[config.mk]
export PLATFORM = sky130hd
export DESIGN_NAME = flush_engine
export DESIGN_NICKNAME = d
export VERILOG_FILES = /design/src/bus_pkg.sv /design/src/cache_pkg.sv /design/src/flush_engine.sv
export SDC_FILE = /design/constraint.sdc
export NUM_CORES = 1
export LEC_CHECK = 0
export ABC_AREA = 1
export ABC_CLOCK_PERIOD_IN_PS = 1450
export BUFFER_PORTS_ARGS = -buffer_cell sky130_fd_sc_hd__buf_2
export CAP_MARGIN = 20
export CORE_AREA = 8 8 97 99
export CTS_CLUSTER_DIAMETER = 80
export DETAILED_ROUTE_END_ITERATION = 16
export DIE_AREA = 0 0 105 107
export PLACE_DENSITY = 0.64
export RECOVER_POWER = 25
export SLEW_MARGIN = 20
export SYNTH_ARGS = -nofsm -noshare
export SYNTH_HDL_FRONTEND = slang
export SYNTH_SLANG_ARGS = --single-unit
export TNS_END_PERCENT = 30
[constraint.sdc]
create_clock -name CLK -period 1.45 [get_ports CLK]
set_clock_uncertainty 0.15 [all_clocks]
set_input_delay 0.0725 -clock CLK [delete_from_list [all_inputs] [get_ports CLK]]
set_output_delay 0.0725 -clock CLK [all_outputs]
set_load 0.05 [all_outputs]
[src/bus_pkg.sv]
//##############################
// word and line types, processor and memory port structs
//##############################

package bus_pkg;

    typedef logic [31:0] word_t;

    localparam int LINE_WORDS = 2;

    typedef word_t [LINE_WORDS-1:0] line_t;    // word 0 sits at the line-aligned address

    typedef struct packed {
        logic       ren;
        logic       wen;
        word_t      addr;
        word_t      wdata;
        logic [3:0] byte_en;
    } proc_req_t;

    typedef struct packed {
        logic  busy;     // low on the completing cycle
        word_t rdata;
    } proc_rsp_t;

    // line writes carry byte_en all ones, uncached ones the lanes to store
    typedef struct packed {
        logic       ren;
        logic       wen;
        word_t      addr;
        line_t      wdata;
        logic [3:0] byte_en;
    } mem_req_t;

    typedef struct packed {
        logic  busy;
        line_t rdata;    // whole line at the line-aligned address
    } mem_rsp_t;

endpackage

[src/cache_pkg.sv]
//##############################
// cache geometry, address union, tag/frame and refill structs
//##############################

package cache_pkg;

    localparam int N_SETS     = 64;
    localparam int SET_BITS   = 6;
    localparam int BLOCK_BITS = 1;
    localparam int TAG_BITS   = 23;

    localparam bus_pkg::word_t NONCACHE_START = 32'hF000_0000;

    typedef struct packed {
        logic [TAG_BITS-1:0]   tag;
        logic [SET_BITS-1:0]   set;
        logic [BLOCK_BITS-1:0] block;
        logic [1:0]            byte_off;
    } cache_addr_t;

    // same word, seen raw or split into fields
    typedef union packed {
        bus_pkg::word_t word;
        cache_addr_t    f;
    } cache_addr_u;

    typedef struct packed {
        logic                valid;
        logic                dirty;
        logic [TAG_BITS-1:0] tag;
    } tag_entry_t;

    typedef struct packed {
        tag_entry_t     tag;
        bus_pkg::line_t data;
    } frame_t;

    typedef struct packed {
        logic                wen;
        logic [SET_BITS-1:0] set;
        frame_t              frame;
    } array_wr_t;

    typedef struct packed {
        logic           start;        // one-cycle pulse
        logic           victim_dirty;
        bus_pkg::word_t victim_addr;
        bus_pkg::line_t victim_line;
        bus_pkg::word_t fill_addr;
    } refill_req_t;

    typedef struct packed {
        logic           done;         // one-cycle pulse, line valid with it
        bus_pkg::line_t line;
    } refill_rsp_t;

endpackage

[src/flush_engine.sv]
//##############################
// flush walker, writes back dirty lines and invalidates
//##############################

module flush_engine (
    input  logic                           CLK,
    input  logic                           nRST,
    input  logic                           flush,
    output logic                           flush_done,
    output logic                           active,
    output logic [cache_pkg::SET_BITS-1:0] maint_set,
    input  cache_pkg::frame_t              maint_frame,
    output logic                           maint_clear,
    output bus_pkg::mem_req_t              mem_req,
    input  bus_pkg::mem_rsp_t              mem_rsp
);

    logic                           pend;      // flush seen, not yet started
    logic [cache_pkg::SET_BITS-1:0] set_cnt;
    logic                           dirty_line;
    logic                           start;
    logic                           step;

    assign dirty_line = maint_frame.tag.valid && maint_frame.tag.dirty;
    assign start      = pend && !active;
    assign step       = active && (!dirty_line || !mem_rsp.busy);    // clean set or wb taken

    always_ff @(posedge CLK, negedge nRST) begin
        if (!nRST) begin
            pend       <= 1'b0;
            active     <= 1'b0;
            set_cnt    <= '0;
            flush_done <= 1'b0;
        end else begin
            flush_done <= 1'b0;
            if (start) begin
                pend    <= flush;
                active  <= 1'b1;
                set_cnt <= '0;
            end else begin
                if (flush) pend <= 1'b1;
                if (step) begin
                    set_cnt <= set_cnt + 1'b1;
                    if (set_cnt == cache_pkg::SET_BITS'(cache_pkg::N_SETS - 1)) begin
                        active     <= 1'b0;
                        flush_done <= 1'b1;
                    end
                end
            end
        end
    end

    assign maint_set   = set_cnt;
    assign maint_clear = step;

    always_comb begin
        mem_req         = '0;
        mem_req.byte_en = '1;
        mem_req.wen     = active && dirty_line;
        mem_req.addr    = {maint_frame.tag.tag, set_cnt, {cache_pkg::BLOCK_BITS{1'b0}}, 2'b00};
        mem_req.wdata   = maint_frame.data;
    end

endmodule

==> results_dict.tcl <==
set metrics [dict create \
    peakVddDrop_v 0.000376 \
    relSlewSlack_pct 59.9 \
    grt_pass1_vias 1151 \
    r2r-end "maint_set[4]$_DFFE_PN0P_" \
    vias_per_cell 3.22 \
    gp_congestion 0.698 \
    portBuffers 21 \
    seq_area_um2 228 \
    crit_type "register to output port" \
    layoutNonFillerInstCount 276 \
    dp_hpwl_um 1670 \
    end_kind "output port" \
    multi_input_area_um2 234 \
    yosysWarnings 0 \
    grt.overflow.total 0 \
    vias 890 \
    p_leak_nw 0.703 \
    pin_count 268 \
    fmax_ghz 0.729 \
    postSynthAreaPerCell_um2 7.96 \
    worst_path_largest_cell_delay_ns 0.43 \
    clk_pin_slew_ns 0.04 \
    drt-initial-drc-count 11 \
    clock-sinks 9 \
    pwr_density_cell_nw_per_um2 1540 \
    rows 33 \
    drive_gt1_share_pct 18.1 \
    status "finished, final reports clean" \
    core-area_um2 7930 \
    path_max_fanout 5 \
    layout_worst_path_cycle_share_pct 94.6 \
    maxCapViolCount 0 \
    grt_pass1_wl_um 5830 \
    holdCritPathClass "input port to register" \
    worst_pin_slew_ns 0.605 \
    final_cell_mix "dlygate4sd3_1 (89), buf_2 (19), nand2_1 (10)" \
    final_common_cell "dlygate4sd3_1" \
    synth-seq-cells 9 \
    cts_tree "done" \
    routedWlPerCell_um 14.0 \
    cp_num_buf_inv 2 \
    arrival_ns 1.15 \
    die_area_um2 11200 \
    seq_area_frac_synth_pct 18.6 \
    drc_errors 0 \
    fin_crit_ns 1.37 \
    die_h_um 107 \
    dp_slack_ns 0.144 \
    setup_viol 0 \
    cts_root_buffer "clkbuf_8" \
    placedCellCount 183 \
    fin_ws_ns 0.0789 \
    netlist_area_um2 1210 \
    track_usage_pct 6.15 \
    r2r_start "maint_set[0]$_DFFE_PN0P_" \
    netlist_instances 152 \
    numCtsBuffers 3 \
    fin_worst_hold_slack_ns 0.129 \
    antenna_found_initial 0 \
    die_w_um 105 \
    cts_setup_buffers 0 \
    clk_latency_ns 0.24 \
    num_antenna_cells 0 \
    initial_core_util_pct 15.3 \
    fin_util_pct 20.8 \
    worst-r2r-setup-slack_ns 0.16 \
    antenna_left 0 \
    synth.distinct_cells 20 \
    tns_ns 0 \
    slew_viol_final 0 \
    nets 330 \
    min_to "flush_done$_DFF_PN0_" \
    clockBufferDepth 2 \
    hold_path_depth 4 \
    worst_path_max_delay_cell "dfrtp_1" \
    syn_to_final_growth_pct 36.3 \
    min-delay-start "maint_frame[87]" \
    grt_max_degree 10 \
    drt-pass1-iter-count 2 \
    cp-start-kind "register" \
    critical_path.top_delay_family "flip-flops" \
    path_cells "inv_1 > nor2_2 > buf_2" \
    r2r_cells 6 \
    fill_cells 875 \
    crit_required_ns 1.23 \
    hold_viol 0 \
    rsz0062_at_grt "false" \
    htree_levels 1 \
    wl_um 3860 \
]
## synth_stat cells (all sizes together)
master | count | area (µm²)
xnor2 | 1 | 8.76
nand3 | 6 | 35.0
nor3 | 1 | 10.0
nand4 | 1 | 6.26
nand2 | 12 | 60.1
dfrtp | 9 | 225
a21o | 1 | 7.51
conb | 2 | 7.51
ha | 1 | 12.5
buf | 101 | 758
xor2 | 1 | 8.76
inv | 4 | 17.5
nor2 | 8 | 32.5
o21ai | 3 | 15.0
a21oi | 1 | 5.00
## timing repair
item                                   4_1_cts  5_1_grt
hold buffers                                89        0
gates resized for setup                      0        0
endpoints found under the hold margin       97        0
setup endpoints to repair                    0        0
## through the flow
step	power (W)	area [µm²]
global placement	0.00159	716
detailed placement	0.00160	716
CTS	0.00258	1650
finish	0.00254	1650
global route	0.00268	1650
floorplan	0.00212	1240
## final cells by class
type,count,share of cell area (%)
Clock buffer,4,2.73
Inverter,4,1.06
Multi-Input combinational cell,44,14.2
Sequential cell,9,13.8
Tap cell,105,7.97
Timing Repair Buffer,110,60.2
## registers in the layout (all words and copies together) (netlist names)
signal and count:
pend 1, flush_done 1, maint_set 6, active 1
## cell families (layout without fill, tap and decap cells)
family	after synthesis	count (layout)	synth area share, %
AO/OA/AOI/OAI	5	5	2.27
XOR/XNOR	2	2	1.45
adder cells (fa/ha/maj)	1	1	1.03
buffers and inverters	105	118	64.1
flip-flops	9	9	18.6
other	2	8	0.621
AND/OR/NAND/NOR	28	28	11.9
## worst register-to-register path: cells and delay by family (launching register included)
family          cells  cell delay [ns]
compound gates      1             0.06
fa+ha+maj           1             0.22
buf+inv             1             0.05
flops               1             0.41
simple gates        3             0.29
## worst max-delay path by stage
stage / start / end / slack, ns / depth (start not counted)
final: active$_DFFE_PN0P_ / mem_req[100] / 0.08 / 3
after global routing: active$_DFFE_PN0P_ / maint_clear / 0.01 / 3
after CTS: active$_DFFE_PN0P_ / mem_req[100] / 0.06 / 3
after detailed placement: maint_set[0]$_DFFE_PN0P_ / active$_DFFE_PN0P_ / 0.14 / 4
after global placement: maint_set[0]$_DFFE_PN0P_ / maint_set[4]$_DFFE_PN0P_ / 0.16 / 6
after floorplan: active$_DFFE_PN0P_ / mem_req[100] / -0.13 / 2
## power by group
part / leakage (nW) / switching, W / internal [W]
sequential: 0.101 / 0.000140 / 0.000348
clock: 0.0228 / 0.000103 / 0.000192
combinational: 0.579 / 0.00137 / 0.000388
total: 0.703 / 0.00161 / 0.000928
## layer usage
layer / global-route usage [%] / wire [µm] / vias to the layer above
met2: 11.0 / 2020 / 121
met1: 4.79 / 1070 / 369
met5: 0 / 0 / -
met4: 2.75 / 55 / 0
li1: - / - / 395
met3: 4.80 / 713 / 5
Note: power is estimated with default switching activity, not from simulation.
