`src/bus_pkg.sv`:
```
//##############################
// word and line types, processor and memory port structs
//##############################

package bus_pkg;

    typedef logic [31:0] word_t;

    localparam int LINE_WORDS = 2;

    typedef word_t [LINE_WORDS-1:0] line_t;    // word 0 sits at the line-aligned address

    typedef struct packed {
        logic       ren;
        logic       wen;
        word_t      addr;
        word_t      wdata;
        logic [3:0] byte_en;
    } proc_req_t;

    typedef struct packed {
        logic  busy;     // low on the completing cycle
        word_t rdata;
    } proc_rsp_t;

    // line writes carry byte_en all ones, uncached ones the lanes to store
    typedef struct packed {
        logic       ren;
        logic       wen;
        word_t      addr;
        line_t      wdata;
        logic [3:0] byte_en;
    } mem_req_t;

    typedef struct packed {
        logic  busy;
        line_t rdata;    // whole line at the line-aligned address
    } mem_rsp_t;

endpackage

```
`src/cache_pkg.sv`:
```
//##############################
// cache geometry, address union, tag/frame and refill structs
//##############################

package cache_pkg;

    localparam int N_SETS     = 64;
    localparam int SET_BITS   = 6;
    localparam int BLOCK_BITS = 1;
    localparam int TAG_BITS   = 23;

    localparam bus_pkg::word_t NONCACHE_START = 32'hF000_0000;

    typedef struct packed {
        logic [TAG_BITS-1:0]   tag;
        logic [SET_BITS-1:0]   set;
        logic [BLOCK_BITS-1:0] block;
        logic [1:0]            byte_off;
    } cache_addr_t;

    // same word, seen raw or split into fields
    typedef union packed {
        bus_pkg::word_t word;
        cache_addr_t    f;
    } cache_addr_u;

    typedef struct packed {
        logic                valid;
        logic                dirty;
        logic [TAG_BITS-1:0] tag;
    } tag_entry_t;

    typedef struct packed {
        tag_entry_t     tag;
        bus_pkg::line_t data;
    } frame_t;

    typedef struct packed {
        logic                wen;
        logic [SET_BITS-1:0] set;
        frame_t              frame;
    } array_wr_t;

    typedef struct packed {
        logic           start;        // one-cycle pulse
        logic           victim_dirty;
        bus_pkg::word_t victim_addr;
        bus_pkg::line_t victim_line;
        bus_pkg::word_t fill_addr;
    } refill_req_t;

    typedef struct packed {
        logic           done;         // one-cycle pulse, line valid with it
        bus_pkg::line_t line;
    } refill_rsp_t;

endpackage

```
`src/cache_ctrl.sv`:
```
//##############################
// hit/miss control, byte merge, refill hand-off, uncached path
//##############################

module cache_ctrl (
    input  logic                           CLK,
    input  logic                           nRST,
    input  bus_pkg::proc_req_t             proc_req,
    output bus_pkg::proc_rsp_t             proc_rsp,
    output logic [cache_pkg::SET_BITS-1:0] lookup_set,
    input  cache_pkg::frame_t              lookup_frame,
    output cache_pkg::array_wr_t           lookup_wr,
    input  logic                           flush_active,
    output cache_pkg::refill_req_t         refill_req,
    input  cache_pkg::refill_rsp_t         refill_rsp,
    output bus_pkg::mem_req_t              unc_req,
    input  bus_pkg::mem_rsp_t              unc_rsp
);

    typedef enum logic {
        IDLE,
        WAIT
    } ctrl_state_t;

    ctrl_state_t            state, next_state;
    cache_pkg::cache_addr_u addr;
    logic                   uncached;
    logic                   hit;

    // enabled lanes of new_w over old_w
    function automatic bus_pkg::word_t merge_bytes(input bus_pkg::word_t old_w,
                                                   input bus_pkg::word_t new_w,
                                                   input logic [3:0] be);
        bus_pkg::word_t res;
        res = old_w;
        for (int i = 0; i < 4; i++) begin
            if (be[i]) begin
                res[8*i +: 8] = new_w[8*i +: 8];
            end
        end
        return res;
    endfunction

    assign addr       = cache_pkg::cache_addr_u'(proc_req.addr);
    assign uncached   = addr.word >= cache_pkg::NONCACHE_START;
    assign lookup_set = addr.f.set;
    assign hit        = lookup_frame.tag.valid && (lookup_frame.tag.tag == addr.f.tag);

    always_ff @(posedge CLK, negedge nRST) begin
        if (!nRST) begin
            state <= IDLE;
        end else begin
            state <= next_state;
        end
    end

    always_comb begin
        next_state     = state;
        proc_rsp.busy  = 1'b1;
        proc_rsp.rdata = lookup_frame.data[addr.f.block];
        lookup_wr       = '0;
        lookup_wr.set   = addr.f.set;
        lookup_wr.frame = lookup_frame;    // write-hit base, only touched lane changes
        // victim and fill address always prepared, start decides
        refill_req.start        = 1'b0;
        refill_req.victim_dirty = lookup_frame.tag.valid && lookup_frame.tag.dirty;
        refill_req.victim_addr  = {lookup_frame.tag.tag, addr.f.set,
                                   {cache_pkg::BLOCK_BITS{1'b0}}, 2'b00};
        refill_req.victim_line  = lookup_frame.data;
        refill_req.fill_addr    = {addr.f.tag, addr.f.set, {cache_pkg::BLOCK_BITS{1'b0}}, 2'b00};
        unc_req = '0;

        if (uncached) begin
            // straight to memory, busy follows memory
            unc_req.ren     = proc_req.ren;
            unc_req.wen     = proc_req.wen;
            unc_req.addr    = proc_req.addr;
            unc_req.wdata   = {bus_pkg::LINE_WORDS{proc_req.wdata}};
            unc_req.byte_en = proc_req.byte_en;
            proc_rsp.busy   = unc_rsp.busy;
            proc_rsp.rdata  = unc_rsp.rdata[addr.f.block];
        end else if (state == IDLE) begin
            if ((proc_req.ren || proc_req.wen) && !flush_active) begin
                if (hit) begin
                    proc_rsp.busy = 1'b0;
                    if (proc_req.wen) begin
                        lookup_wr.wen = 1'b1;
                        lookup_wr.frame.tag.dirty = 1'b1;
                        lookup_wr.frame.data[addr.f.block] =
                            merge_bytes(lookup_frame.data[addr.f.block], proc_req.wdata,
                                        proc_req.byte_en);
                    end
                end else begin
                    refill_req.start = 1'b1;
                    next_state       = WAIT;
                end
            end
        end else if (refill_rsp.done) begin
            next_state = IDLE;
            // a flush that started meanwhile drops the line, the miss reruns after it
            if (!flush_active) begin
                lookup_wr.wen             = 1'b1;
                lookup_wr.frame.tag.valid = 1'b1;
                lookup_wr.frame.tag.dirty = proc_req.wen;
                lookup_wr.frame.tag.tag   = addr.f.tag;
                lookup_wr.frame.data      = refill_rsp.line;
                if (proc_req.wen) begin
                    lookup_wr.frame.data[addr.f.block] =
                        merge_bytes(refill_rsp.line[addr.f.block], proc_req.wdata,
                                    proc_req.byte_en);
                end
            end
        end
    end

endmodule

```
`config.mk`:
```
export PLATFORM = sky130hd
export DESIGN_NAME = cache_ctrl
export DESIGN_NICKNAME = d
export VERILOG_FILES = /design/src/bus_pkg.sv /design/src/cache_pkg.sv /design/src/cache_ctrl.sv
export SDC_FILE = /design/constraint.sdc
export NUM_CORES = 1
export LEC_CHECK = 0
export BUFFER_PORTS_ARGS = -buffer_cell sky130_fd_sc_hd__buf_2
export CAP_MARGIN = 25
export CORE_AREA = 2 2 257 259
export DETAILED_ROUTE_END_ITERATION = 6
export DIE_AREA = 0 0 259 261
export PLACE_DENSITY = 0.32
export SETUP_SLACK_MARGIN = 0.1
export SYNTH_ARGS = -nofsm -noshare
export SYNTH_HDL_FRONTEND = slang
export SYNTH_SLANG_ARGS = --single-unit
```
`constraint.sdc`:
```
create_clock -name CLK -period 3.65 [get_ports CLK]
set_clock_uncertainty 0.2 [all_clocks]
set_input_delay 0.365 -clock CLK [delete_from_list [all_inputs] [get_ports CLK]]
set_output_delay 0.365 -clock CLK [all_outputs]
set_load 0.02 [all_outputs]
```
==> impl_metrics.ini <==
[logic_synthesis]
netlist_instances = 1198
synth_warnings = 0
avgSynthCellArea_sq_um = 6.95
syn_area_sq_um = 8330
ys_ff_latch = 1
yosys.area_share.adder = 0
synth-seq-area-share = 0.00300
synth_ff_type = dfrtp_1
synth_top_area_share = 0.156
synth_top_area_cell = buf_4
synth_top_family_by_area = compound AO/OA/AOI/OAI gates
synth_compound_area_frac = 0.349
synth_area_leaders = buf_4 (16%), mux4_2 (8.6%), o211a_1 (7.7%)
synth-simple-area-share = 0.222
synth-xor-area-share = 0.0242
muxShareOfSynthArea = 0.162
synth_most_common_cell = buf_4
synth-async-reset-ratio = 1.00
synth_enable_flop_cells = 0
ys_types = 42
yosys-top-cells-count = buf_4 (173), nand3_1 (95), clkbuf_1 (76), nand2_1 (75), and2_1 (70)

[job]
maxCapViolCount = 0

[setup_path]
critPathArrivalTime_ps = 2640
startpoint_type = input pin
crit_slowest_cell = nor4_1
critPathMaxStageDelay_ps = 590
worstPathMaxFanout = 21
setup.worst_path.start = proc_req[63]
crit_type = input pin to primary output
timing.rr.start = state
cp_top_family = buffers and inverters
endpoint_kind = primary output
worst_ep_required_time_ps = 3080
worstPathCellList = buf_2 > xor2_1 > nor4_1 > buf_4 > and3_2 > buf_4 > nand3_1 > o211ai_1 > buf_2
cp.buffers_inverters = 4

[finish]
syn_to_final_growth_pct = 37.4
multi_input_area_sq_um = 6380
drive_gt1_frac = 0.459
largestRegisters = state (1)
regMostFlops = state
largest_reg_flops = 1
seqCellArea_sq_um = 28.8
nets = 1906
fill_cells = 7529

[clock_network]
worst_skew_pair.late_latency_ps = 0
post-cts-setup-buffers = 0
path_clk_slew_ps = 0
cts_resized = 0

[timing]
setup_violations = 0
setup_tns_ps = 0
tightestPinTransition_ps = 866
fin_crit_sh = 0.877
max_clock_freq_mhz = 312
period_minus_slack_ps = 3200
rsz0062_at_grt = false
drv_slew = 0
hold_violations = 0
slew_headroom = 0.421
setup_slack_ps = 449

[place]
dpl.hpwl_microns = 43800
port_buffers = 652
dp_slack_ps = 244
globalplace.congestion = 0.829

[min_path]
hold_start = state
min_path_type = flop to flop

[die]
fp.dieW_microns = 259
design.core.area_sq_um = 65000
ioPinCount = 659
die_h_microns = 261
initial_core_util = 0.128
fp.dieArea_sq_um = 67600
rows = 94

[global_routing]
grt_pass1_vias = 10600
antenna_found_initial = 6
grt_max_degree = 70
track_usage = 0.154
grt_pass1_wl_microns = 77400
grt_overflow = 0

[detailed_routing]
ant_nets = 0
num_vias = 11300
drc = 0
drt_pre_antenna_iters = 5
drt-vias-per-instance = 4.57
drt-initial-drc-count = 778
wl_per_cell_microns = 22.8
wirelength_microns = 56500

[run_status]
status = finished clean
layout make-up:
class	count	area share
Multi-Input combinational cell	854	0.557
Antenna cell	3	0.000656
Sequential cell	1	0.00251
Inverter	64	0.0214
Timing Repair Buffer	693	0.324
Tap cell	864	0.0945
metrics by stage:
| step | hold WS [ps] | cells | utilization | instance area (sq um) |
|---|---|---|---|---|
| floorplan | -131 | 1203 | - | 8350 |
| global placement | -49.6 | 2475 | 0.176 | 11400 |
| detailed placement | -51.1 | 2475 | 0.176 | 11400 |
| CTS | 439 | 2476 | 0.176 | 11400 |
| global route | 472 | 2477 | 0.176 | 11400 |
| finish | 433 | 2479 | 0.176 | 11400 |
worst reg2reg max path, stage by stage, from the launching register on:
cell	delay, ps
dfrtp_4	510
buf_4	300
nand2b_1	510
o31ai_1	370
cell usage in the layout, fill, tap and decap left out, types with 33 or more instances in the layout:
master      n
o21ai_1    54
a22oi_1    38
a31oi_1    33
buf_2     651
and2_1     69
nand3_1    92
nor2_1     40
mux2_1     55
o2111a_1   54
o211a_1    64
o21ai_0    54
inv_1      62
nand2_1    73
layer usage:
metal,GRT usage,wire (microns),part of all wire,vias up
met4,0.0127,466,0.0082,2
met5,0,13,0.00023,-
met2,0.283,28700,0.51,574
met3,0.0116,2950,0.052,33
li1,-,-,-,5148
met1,0.203,24400,0.43,5569
logic make-up (layout without fill, tap and decap cells):
group / after synthesis / in the layout
buffers and inverters: 348 / 757
other: 1 / 9
xor gates and xnor gates: 23 / 23
DFF: 1 / 1
AOI/OAI and AO/OA: 379 / 379
and+or+nand+nor: 358 / 358
muxes: 88 / 88
path summary, 6_finish.rpt:
path / cells after the start / endpoint / slack, ps
max: 9 / lookup_wr[63] / 450
min: 2 / state / 430
max reg2reg: 3 / state / 1630
min reg2reg: 2 / state / 430
max in group asynchronous: 2 / state / 2620
min in group asynchronous: 2 / state / 530
what timing repair did:
action | in CTS | in global routing
hold buffers | 1 | 0
endpoints found under the hold margin | 1 | 0
setup endpoints to repair | 0 | 0
