[config.mk]
export PLATFORM = sky130hd
export DESIGN_NAME = line_refill
export DESIGN_NICKNAME = d
export VERILOG_FILES = /design/src/bus_pkg.sv /design/src/cache_pkg.sv /design/src/line_refill.sv
export SDC_FILE = /design/constraint.sdc
export NUM_CORES = 1
export LEC_CHECK = 0
export ABC_CLOCK_PERIOD_IN_PS = 15790
export BUFFER_PORTS_ARGS = -buffer_cell sky130_fd_sc_hd__buf_2
export CAP_MARGIN = 25
export CORE_AREA = 5 5 136 138
export DETAILED_ROUTE_END_ITERATION = 10
export DIE_AREA = 0 0 141 143
export GPL_ROUTABILITY_DRIVEN = 1
export GPL_TIMING_DRIVEN = 0
export PLACE_DENSITY = 0.71
export SLEW_MARGIN = 0
export SYNTH_ARGS = -nofsm -noshare
export SYNTH_HDL_FRONTEND = slang
export SYNTH_SLANG_ARGS = --single-unit
export TNS_END_PERCENT = 1
[constraint.sdc]
create_clock -name CLK -period 15.79 [get_ports CLK]
set_input_delay 0 -clock CLK [delete_from_list [all_inputs] [get_ports CLK]]
set_output_delay 0 -clock CLK [all_outputs]
set_load 0.1 [all_outputs]
[src/bus_pkg.sv]
//##############################
// word and line types, processor and memory port structs
//##############################

package bus_pkg;

    typedef logic [31:0] word_t;

    localparam int LINE_WORDS = 2;

    typedef word_t [LINE_WORDS-1:0] line_t;    // word 0 sits at the line-aligned address

    typedef struct packed {
        logic       ren;
        logic       wen;
        word_t      addr;
        word_t      wdata;
        logic [3:0] byte_en;
    } proc_req_t;

    typedef struct packed {
        logic  busy;     // low on the completing cycle
        word_t rdata;
    } proc_rsp_t;

    // line writes carry byte_en all ones, uncached ones the lanes to store
    typedef struct packed {
        logic       ren;
        logic       wen;
        word_t      addr;
        line_t      wdata;
        logic [3:0] byte_en;
    } mem_req_t;

    typedef struct packed {
        logic  busy;
        line_t rdata;    // whole line at the line-aligned address
    } mem_rsp_t;

endpackage

[src/cache_pkg.sv]
//##############################
// cache geometry, address union, tag/frame and refill structs
//##############################

package cache_pkg;

    localparam int N_SETS     = 64;
    localparam int SET_BITS   = 6;
    localparam int BLOCK_BITS = 1;
    localparam int TAG_BITS   = 23;

    localparam bus_pkg::word_t NONCACHE_START = 32'hF000_0000;

    typedef struct packed {
        logic [TAG_BITS-1:0]   tag;
        logic [SET_BITS-1:0]   set;
        logic [BLOCK_BITS-1:0] block;
        logic [1:0]            byte_off;
    } cache_addr_t;

    // same word, seen raw or split into fields
    typedef union packed {
        bus_pkg::word_t word;
        cache_addr_t    f;
    } cache_addr_u;

    typedef struct packed {
        logic                valid;
        logic                dirty;
        logic [TAG_BITS-1:0] tag;
    } tag_entry_t;

    typedef struct packed {
        tag_entry_t     tag;
        bus_pkg::line_t data;
    } frame_t;

    typedef struct packed {
        logic                wen;
        logic [SET_BITS-1:0] set;
        frame_t              frame;
    } array_wr_t;

    typedef struct packed {
        logic           start;        // one-cycle pulse
        logic           victim_dirty;
        bus_pkg::word_t victim_addr;
        bus_pkg::line_t victim_line;
        bus_pkg::word_t fill_addr;
    } refill_req_t;

    typedef struct packed {
        logic           done;         // one-cycle pulse, line valid with it
        bus_pkg::line_t line;
    } refill_rsp_t;

endpackage

[src/line_refill.sv]
//##############################
// victim write-back and line fetch sequencer
//##############################

module line_refill (
    input  logic                   CLK,
    input  logic                   nRST,
    input  cache_pkg::refill_req_t refill_req,
    output cache_pkg::refill_rsp_t refill_rsp,
    output bus_pkg::mem_req_t      mem_req,
    input  bus_pkg::mem_rsp_t      mem_rsp
);

    typedef enum logic [1:0] {
        R_IDLE,
        R_WB,
        R_FETCH
    } refill_state_t;

    refill_state_t  state;
    bus_pkg::word_t victim_addr;
    bus_pkg::line_t victim_line;
    bus_pkg::word_t fill_addr;

    always_ff @(posedge CLK, negedge nRST) begin
        if (!nRST) begin
            state <= R_IDLE;
        end else begin
            case (state)
                R_IDLE: begin
                    if (refill_req.start) begin
                        state <= refill_req.victim_dirty ? R_WB : R_FETCH;
                    end
                end
                R_WB: if (!mem_rsp.busy) state <= R_FETCH;
                R_FETCH: if (!mem_rsp.busy) state <= R_IDLE;
                default: state <= R_IDLE;
            endcase
        end
    end

    // snapshot of the miss, the array may change under it
    always_ff @(posedge CLK) begin
        if (state == R_IDLE && refill_req.start) begin
            victim_addr <= refill_req.victim_addr;
            victim_line <= refill_req.victim_line;
            fill_addr   <= refill_req.fill_addr;
        end
    end

    always_comb begin
        mem_req         = '0;
        mem_req.byte_en = '1;    // whole line
        if (state == R_WB) begin
            mem_req.wen   = 1'b1;
            mem_req.addr  = victim_addr;
            mem_req.wdata = victim_line;
        end else if (state == R_FETCH) begin
            mem_req.ren  = 1'b1;
            mem_req.addr = fill_addr;
        end
    end

    assign refill_rsp.done = (state == R_FETCH) && !mem_rsp.busy;
    assign refill_rsp.line = mem_rsp.rdata;

endmodule

==> results of run 1 <==
[per-layer routing]
metal  global-route usage [%]  wire length (um)  up-vias
met5                        0                 0        -
met4                     7.60               637        0
met3                     6.20              1520       33
met2                     33.2             10100      237
met1                     16.3              5850     1956
li1                         -                 -     2013
[metrics by stage]
stage | instances | util, % | setup slack, ns
after detailed placement | 854 | 42.0 | 13.52
after global placement | 843 | 41.2 | 1.84
after global routing | 1021 | 53.0 | 13.37
final | 1021 | 53.0 | 13.49
after floorplan | 323 | - | 5.27
after CTS | 1021 | 53.0 | 13.51
[critical path, cell delays in order (launching register included)]
cell and delay, ns:
dfrtp_1 0.44, nor3b_2 0.60, buf_6 0.24, buf_6 0.18, buf_8 0.17, buf_6 0.18
buf_6 0.18
[cell usage in the layout, fill, tap and decap left out, drive strengths merged]
cell	instances
nor2b	3
o311a	1
a22o	32
and2	64
clkinvlp	6
clkbuf	20
nor2	1
dfrtp	2
dlygate4sd3	135
inv	1
edfxtp	128
buf	387
conb	4
nand2	1
a21oi	1
nand2b	1
nand3b	1
clkinv	7
nor3b	1
[final cells by class]
class                   count  share of cell area, %
flip-flops and latches    130                   43.1
multi-input cells         110                   8.45
repair buffers            441                   32.8
well taps                 225                   3.12
clock inverters            14                   1.01
plain buffers              83                   6.79
clock buffers              18                   4.75
[how the worst max path moves through the flow]
stage / endpoint / slack [ns] / depth (start not counted)
final: victim_line[36] / 13.49 / 6
after global routing: victim_line[36] / 13.37 / 6
after CTS: victim_line[52] / 13.51 / 6
after detailed placement: victim_line[36] / 13.52 / 6
after global placement: victim_line[36] / 1.84 / 1
after floorplan: fill_addr[0] / 5.27 / 1
[cells by family (layout without fill, tap and decap cells)]
group | count (synthesis) | after routing | synth area share [%]
AOI/OAI and AO/OA | 34 | 34 | 5.62
DFF | 130 | 130 | 74.1
other | 1 | 4 | 0.0714
and+or+nand+nor | 72 | 72 | 8.53
buffers and inverters | 83 | 556 | 11.7
[state kept, by name (all words and copies together), names as in the netlist]
| register | flops |
|---|---|
| state | 2 |
| fill_addr | 32 |
| victim_line | 64 |
| victim_addr | 32 |
[power groups by stage]
stage,sequential [mW],clock [mW],combinational [mW]
final,0.480,0.345,0.776
after global placement,0.519,0,0.721
after CTS,0.478,0.351,0.777
after detailed placement,0.485,0,0.746
after global routing,0.484,0.370,0.801
after floorplan,0.506,0,0.608
==> run metrics, run 1 <==
Antenna diodes 0; 1st-iter DRT viols 118; Critical Path Start Type flop; antenna violations before repair 0; top cells by area, synth edfxtp_1 73%, buf_4 9.9%, and2_1 7.6%; TritonCTS clock tree yes; sequential cell area 3890 um^2; MaxCap Viol Count 0; DR pass1 iterations 4; Cell Area, Placed 7160 um^2; Num CTS Buffers 17; largest net degree at the start of global routing 17; RR Endpoint victim_line[36]; Worst-Skew Late Latency 0.40 ns; H-Tree Depth 4; fraction of layout cells with a size suffix above 1 52.4%; Sequential Power Share 30.0%; P&R area growth vs syn 72.0%; Max Buffers Root-to-Sink 2; Slew Viols, Final 0; Mapped Avg Cell Area 16.4 um^2; combinational share of power 48.5%; switching share of total power 49.2%; Clock power frac 21.5%; CTS Root Cell clkbuf_16; Setup CP Type flop to flop; skew final 0.00441 ns; crit path DAT 2.40 ns; relative slew slack 55.8%; gr ovfl total 0; Seq/Total Area, Yosys 74.1%; Layout Nets 980; count of port buffers added during placement 295; WL final 18.1 mm; setup violators final 0; Multi-input gate area 763 um^2; DRC viols 0; Ports 364; Pwr Total 1.60 mW; peak supply drop 122 uV; largest area contributor in the netlist edfxtp_1; Placer Congestion 0.836; status finished clean; setup TNS 0 ns; PwrDens 177 nW/um^2; flop2flop setup slack 13.49 ns; num rows 48; Synth warnings 0; worst hold endpoint victim_line[52]; wire per inst 17.8 um; most common cell in the netlist edfxtp_1; hold_buf cts 135; total core area 17,100 um^2; f_max 435 MHz; cells on worst reg2reg path 6; Commonest cells post-synth 128 x edfxtp_1, 69 x buf_4, 64 x and2_1, 32 x a22o_1, 8 x buf_2; FFs w/ async S/R, synth 1.54%; RR Startpoint state[0]; Min Hold Slack 0.302 ns; Total GRT Usage 17.2%; number of buffers added for setup after CTS 0; Synth cell types 17; vias in the first global route 4,696; period utilization 14.5%; Worst Setup SP state[0]; Synth top area share 73.2%; FF+latch count, synth 130; Detailed Place HPWL 12.6 mm; Crit Path Max Fanout 13; RSZ-0062 raised after global routing no; HP Start refill_req[84]; Die X 141 um; Lkg Pwr 4.15 nW; Worst-Margin Slew 0.660 ns; Hold Path Cell Cnt 2; Reg clk slew, reported paths 0.06 ns; EDFF count, synth 128; first-pass GRT wire length 26.4 mm; Initial Util 30.8%; Worst Path Required 15.89 ns; most common flop cell mapped by yosys edfxtp_1; cell area after layout 9030 um^2; # fillers 1,399; critical path endpoint category flop; Final ANT Viol Nets 0; final worst path period need 2.30 ns; Int Pwr 0.813 mW; HP Class primary input to flop; Resized cells post-CTS 0; Psw 0.787 mW; Mapped Cells 320; Vert. Die Dim 143 um; vias per cell 4.15; CTS sink cnt 130; via count 4,239; die area 20,200 um^2; Syn Std Cell Area 5250 um^2; Final Hold Vio Count 0
Note: power is estimated with default switching activity, not from simulation.
==> run 2, diff against run 1 <==
--- a/config.mk
+++ b/config.mk
@@ -5,7 +5,7 @@
 export SDC_FILE = /design/constraint.sdc
 export NUM_CORES = 1
 export LEC_CHECK = 0
-export ABC_CLOCK_PERIOD_IN_PS = 15790
+export ABC_CLOCK_PERIOD_IN_PS = 2350
 export BUFFER_PORTS_ARGS = -buffer_cell sky130_fd_sc_hd__buf_2
 export CAP_MARGIN = 25
 export CORE_AREA = 5 5 136 138
==> constraint.sdc (replaced) <==
create_clock -name CLK -period 2.35 [get_ports CLK]
set_input_delay 0 -clock CLK [delete_from_list [all_inputs] [get_ports CLK]]
set_output_delay 0 -clock CLK [all_outputs]
set_load 0.1 [all_outputs]
==> run 2 against run 1 <==
First-iteration DRC count is 19% higher. Global-route usage is 0.10 points higher. Sequential cell count stayed put. Die area stayed put. Final cell count is 0.29% lower. Highest routed layer is now met5. Largest power group unchanged.
==> run metrics, run 2 (same netlist as run 1, synthesis figures left out) <==
DRC viols 0 (unchanged); fin cells 1,018 (-0.29%); TritonCTS clock tree yes; f_max 466 MHz; DR pass1 iterations 4 (unchanged); Placer Congestion 0.817 (-2.2%); via count 4,290 (+1.2%); Total GRT Usage 17.3% (+0.10 points); Max Buffers Root-to-Sink 2 (unchanged); WL final 18.1 mm (about the same); Num CTS Buffers 17 (unchanged); met3 WL 1.68 mm (+11%); largest net degree at the start of global routing 20 (+3); CTS Root Cell clkbuf_16; Worst-Margin Slew 0.535 ns (-0.125 ns); most common cell after layout, fill and taps aside buf_2; Antenna diodes 0 (unchanged); Vert. Die Dim 143 um (unchanged); period utilization 91.4%; Layout Nets 977 (-0.31%); Detailed Place HPWL 12.8 mm (+1.9%); Largest register FFs 64 (unchanged); Setup CP Type flop to output pin; Critical Path Start Type flop; final worst path period need 2.15 ns; placed cell count 851 (-0.35%); Worst-Skew Late Latency 0.41 ns (about the same); total core area 17,100 um^2 (unchanged); met2 WL post-DR 9.90 mm (-2.3%); Min Hold Slack 0.0865 ns (-0.215 ns); wl on met1 5.89 mm (+0.74%); number of buffers added for setup after CTS 0 (unchanged); # fillers 1,393 (-0.43%); peak supply drop 937 uV (+670%); fraction of layout cells with a size suffix above 1 52.8% (+0.45 points); H-Tree Depth 4 (unchanged); critical path endpoint category output pin; Initial Util 30.8% (unchanged); 1st-iter DRT viols 140 (+19%); Reg clk slew, reported paths 0.06 ns (about the same); HP Class primary input to flop; count of port buffers added during placement 295 (unchanged); gr ovfl total 0 (unchanged); CTS sink cnt 130 (unchanged); first-pass GRT wire length 26.4 mm (-0.26%); Crit Path Max Fanout 10 (-3); most flop-heavy register victim_line; Regs by FF count victim_line: 64 flops, fill_addr: 32 flops, victim_addr: 32 flops; Ports 364 (unchanged); MaxCap Viol Count 0 (unchanged); Slew Viols, Final 0 (unchanged); wire per inst 17.8 um (+0.25%); vias per cell 4.21 (+1.5%); vias in the first global route 4,769 (+1.6%); relative slew slack 64.6% (+8.8 points); max layer used met5; setup violators final 0 (unchanged); RSZ-0062 raised after global routing no; hold_buf cts 135 (unchanged); Final ANT Viol Nets 0 (unchanged); skew final 0.00660 ns (+0.00219 ns); PwrDens 1210 nW/um^2 (+590%); crit path DAT 2.15 ns (-0.25 ns); Final Hold Vio Count 0 (unchanged); Worst Path Required 2.35 ns (-13.54 ns); Resized cells post-CTS 0 (unchanged); most frequent cells in the layout 303 x buf_2, 135 x dlygate4sd3_1, 128 x edfxtp_1; die area 20,200 um^2 (unchanged); P&R area growth vs syn 74.0%; antenna violations before repair 1 (+1); Lkg Pwr 4.20 nW (+1.3%); status finished clean; num rows 48 (unchanged); Die X 141 um (unchanged)
-- run 2: cell count changes in the layout (fill, tap and decap cells not counted), sizes merged --
cell,before,now
inv,1,3
clkinvlp,6,3
clkbuf,20,19
bufinv,0,2
buf,387,384
-- run 2: area by class of cell --
cell class	instances	area (um^2)	share of cell area [%]
buffer	83	613	6.71
clock buffer	17	425	4.65
clock inverter	15	159	1.74
multi-input combinational	110	769	8.42
sequential	130	3890	42.6
tap	225	282	3.08
timing repair buffer	438	3000	32.8
-- run 2: final timing paths --
kind,start,endpoint,slack [ns],cells after the start
max in group asynchronous,nRST,state[0],1.77,3
min,refill_req[129],victim_line[16],0.09,2
min reg2reg,state[1],victim_line[16],0.77,1
max,state[0],mem_req[39],0.20,6
max reg2reg,state[0],victim_addr[5],0.34,5
min in group asynchronous,nRST,state[1],0.45,3
-- run 2: through the flow --
stage	worst slack (ns)	power, mW	instance area [um^2]	util, %	setup TNS [ns]
floorplan	-1.83	7.38	5280	-	-233.84
global placement	-3.09	8.18	7030	41.2	-394.72
detailed placement	0.342	8.35	7200	42.2	0
CTS	0.167	11.1	9140	53.6	0
global route	0.0799	11.5	9140	53.6	0
finish	0.202	11.1	9140	53.6	0
-- run 2: worst max-delay path: stages, from the launching register on --
cell and delay [ns]:
dfrtp_1 0.49, nor2b_1 0.17, buf_4 0.18, buf_6 0.17, buf_6 0.15, and2_1 0.13, buf_2 0.43
-- run 2: power breakdown --
part | switching, mW | total (mW) | internal [mW] | leakage (nW)
sequential | 0.123 | 3.22 | 3.10 | 1.22
clock | 1.03 | 2.60 | 1.57 | 0.280
combinational | 4.20 | 5.27 | 1.08 | 2.70
-- run 2: metal layers --
| metal | vias to the layer above | GRT usage, % |
|---|---|---|
| met5 | - | 0 |
| li1 | 2013 | - |
| met3 | 38 | 6.50 |
| met1 | 2003 | 16.8 |
| met2 | 234 | 32.6 |
| met4 | 2 | 8.01 |
==> run 3, diff against run 2 <==
--- a/config.mk
+++ b/config.mk
@@ -13,7 +13,7 @@
 export DIE_AREA = 0 0 141 143
 export GPL_ROUTABILITY_DRIVEN = 1
 export GPL_TIMING_DRIVEN = 0
-export PLACE_DENSITY = 0.71
+export PLACE_DENSITY_LB_ADDON = 0.2
 export SLEW_MARGIN = 0
 export SYNTH_ARGS = -nofsm -noshare
 export SYNTH_HDL_FRONTEND = slang
==> run 3 against run 2 <==
Final area about the same. Register-to-register slack improved by 0.07 ns. Clock power increased by 2%. Critical endpoint is now mem_req[72]. Global-route usage decreased by 0.43 points.
==> run metrics, run 3 (same netlist as run 1, synthesis figures left out) <==
skew final 0.00498 ns (-0.00163 ns); die area 20,200 um^2 (unchanged); status finished clean; count of port buffers added during placement 295 (unchanged); Final ANT Viol Nets 0 (unchanged); Die X 141 um (unchanged); Final Hold Vio Count 0 (unchanged); most flop-heavy register victim_line; H-Tree Depth 4 (unchanged); Initial Util 30.8% (unchanged); Slew Viols, Final 0 (unchanged); critical path endpoint category output pin; Setup CP Type flop to output pin; total core area 17,100 um^2 (unchanged); most frequent cells in the layout 303 x buf_2, 135 x dlygate4sd3_1, 128 x edfxtp_1; vias per cell 4.11 (-2.5%); DR pass1 iterations 4 (unchanged); Detailed Place HPWL 13.6 mm (+5.9%); WL final 17.8 mm (-2.0%); Regs by FF count victim_line: 64 flops, fill_addr: 32 flops, victim_addr: 32 flops; DRC viols 0 (unchanged); final worst path period need 2.12 ns (-0.0307 ns); Worst-Margin Slew 0.671 ns (+0.136 ns); Layout Nets 976 (-0.10%); Reg clk slew, reported paths 0.05 ns (about the same); period utilization 90.1% (-1.3 points); crit path DAT 2.12 ns (-0.03 ns); Total GRT Usage 16.9% (-0.43 points); vias in the first global route 4,721 (-1.0%); Pwr Total 11.1 mW (+0.18%); Worst Path Required 2.35 ns (about the same); Placer Congestion 0.953 (+17%); RSZ-0062 raised after global routing no; num rows 48 (unchanged); Setup WS pre-CTS 0.384 ns (+0.0422 ns); cell area after layout 9130 um^2 (about the same); Max Buffers Root-to-Sink 2 (unchanged); via count 4,186 (-2.4%); P&R area growth vs syn 73.8% (about the same); Largest register FFs 64 (unchanged); Lkg Pwr 4.20 nW (about the same); f_max 472 MHz (+1.5%); setup violators final 0 (unchanged); largest net degree at the start of global routing 22 (+10%); flop2flop setup slack 0.41 ns (+0.07 ns); CTS sink cnt 130 (unchanged); Critical Path Start Type flop; PwrDens 1220 nW/um^2 (+0.26%); first-pass GRT wire length 25.6 mm (-3.0%); Resized cells post-CTS 0 (unchanged); antenna violations before repair 2 (+1); 1st-iter DRT viols 80 (-43%); fraction of layout cells with a size suffix above 1 52.0% (-0.82 points); gr ovfl total 0 (unchanged); Worst-Skew Late Latency 0.40 ns (about the same); MaxCap Viol Count 0 (unchanged); Vert. Die Dim 143 um (unchanged); Num CTS Buffers 17 (unchanged); fin cells 1,019 (+0.098%); peak supply drop 843 uV (-10%); wire per inst 17.4 um (-2.1%); Crit Path Max Fanout 10 (unchanged); HP Class primary input to flop; TritonCTS clock tree yes; Setup WS post-layout 0.233 ns (+0.0307 ns); # fillers 1,507 (+8.2%); relative slew slack 55.2% (-9.3 points); Cell Area, Placed 7180 um^2 (-0.38%); placed cell count 850 (-0.12%); setup TNS 0 ns (unchanged); CTS Root Cell clkbuf_16; most common cell after layout, fill and taps aside buf_2; Ports 364 (unchanged)
-- run 3: changes by cell type in the layout (fill, tap and decap cells not counted) --
| cell | before | now |
|---|---|---|
| clkinv_1 | 0 | 4 |
| clkinv_4 | 4 | 1 |
| buf_16 | 4 | 3 |
| clkbuf_1 | 0 | 2 |
| clkinvlp_4 | 3 | 1 |
| diode_2 | 0 | 2 |
| bufinv_16 | 2 | 4 |
| inv_6 | 3 | 0 |
-- run 3: layout make-up --
type / count / area [um^2] / area share [%]
tap: 225 / 282 / 3.08
clock inverter: 13 / 166 / 1.82
antenna: 2 / 5.00 / 0.0548
clock buffer: 19 / 433 / 4.74
buffer: 83 / 613 / 6.71
sequential: 130 / 3890 / 42.6
timing repair buffer: 437 / 2970 / 32.5
multi-input combinational: 110 / 769 / 8.43
-- run 3: power breakdown --
| group | switching (mW) | internal, mW | total (mW) | leakage [nW] |
|---|---|---|---|---|
| logic | 4.19 | 1.05 | 5.24 | 2.68 |
| clock network | 0.908 | 1.75 | 2.66 | 0.291 |
| registers | 0.113 | 3.10 | 3.22 | 1.22 |
| total | 5.21 | 5.91 | 11.1 | 4.20 |
-- run 3: routing by layer --
layer	vias up	share of wire, %	global-route usage (%)
met5	-	0	0
met4	0	2.3	6.17
met3	26	9.6	7.60
met2	212	56	32.8
met1	1940	32	15.3
li1	2008	-	-
-- run 3: worst max-delay path, cell delays in order, from the launching register on --
cell,delay [ns]
dfrtp_1,0.47
nor2b_1,0.16
buf_2,0.17
buf_2,0.26
a22o_1,0.18
buf_2,0.46
-- run 3: worst paths after layout --
path	from	depth (start not counted)	end
setup / recovery	state[1]	5	mem_req[72]
hold / removal	refill_req[22]	2	fill_addr[22]
setup reg to reg	state[1]	4	victim_line[7]
max in group asynchronous	nRST	3	state[1]
hold reg to reg	state[0]	1	fill_addr[24]
min in group asynchronous	nRST	3	state[0]
-- run 3: repair_timing --
| action | CTS | global route |
|---|---|---|
| hold endpoints to repair | 132 | 0 |
| hold buffers | 135 | 0 |
| setup buffers | 0 | 0 |
| setup endpoints to repair | 0 | 0 |
-- run 3: per-stage QoR --
step,hold slack [ns],util [%]
after floorplan,-0.296,-
after global placement,-0.214,41.2
after detailed placement,-0.208,42.1
after CTS,0.272,53.5
after global routing,0.288,53.5
final,0.299,53.5
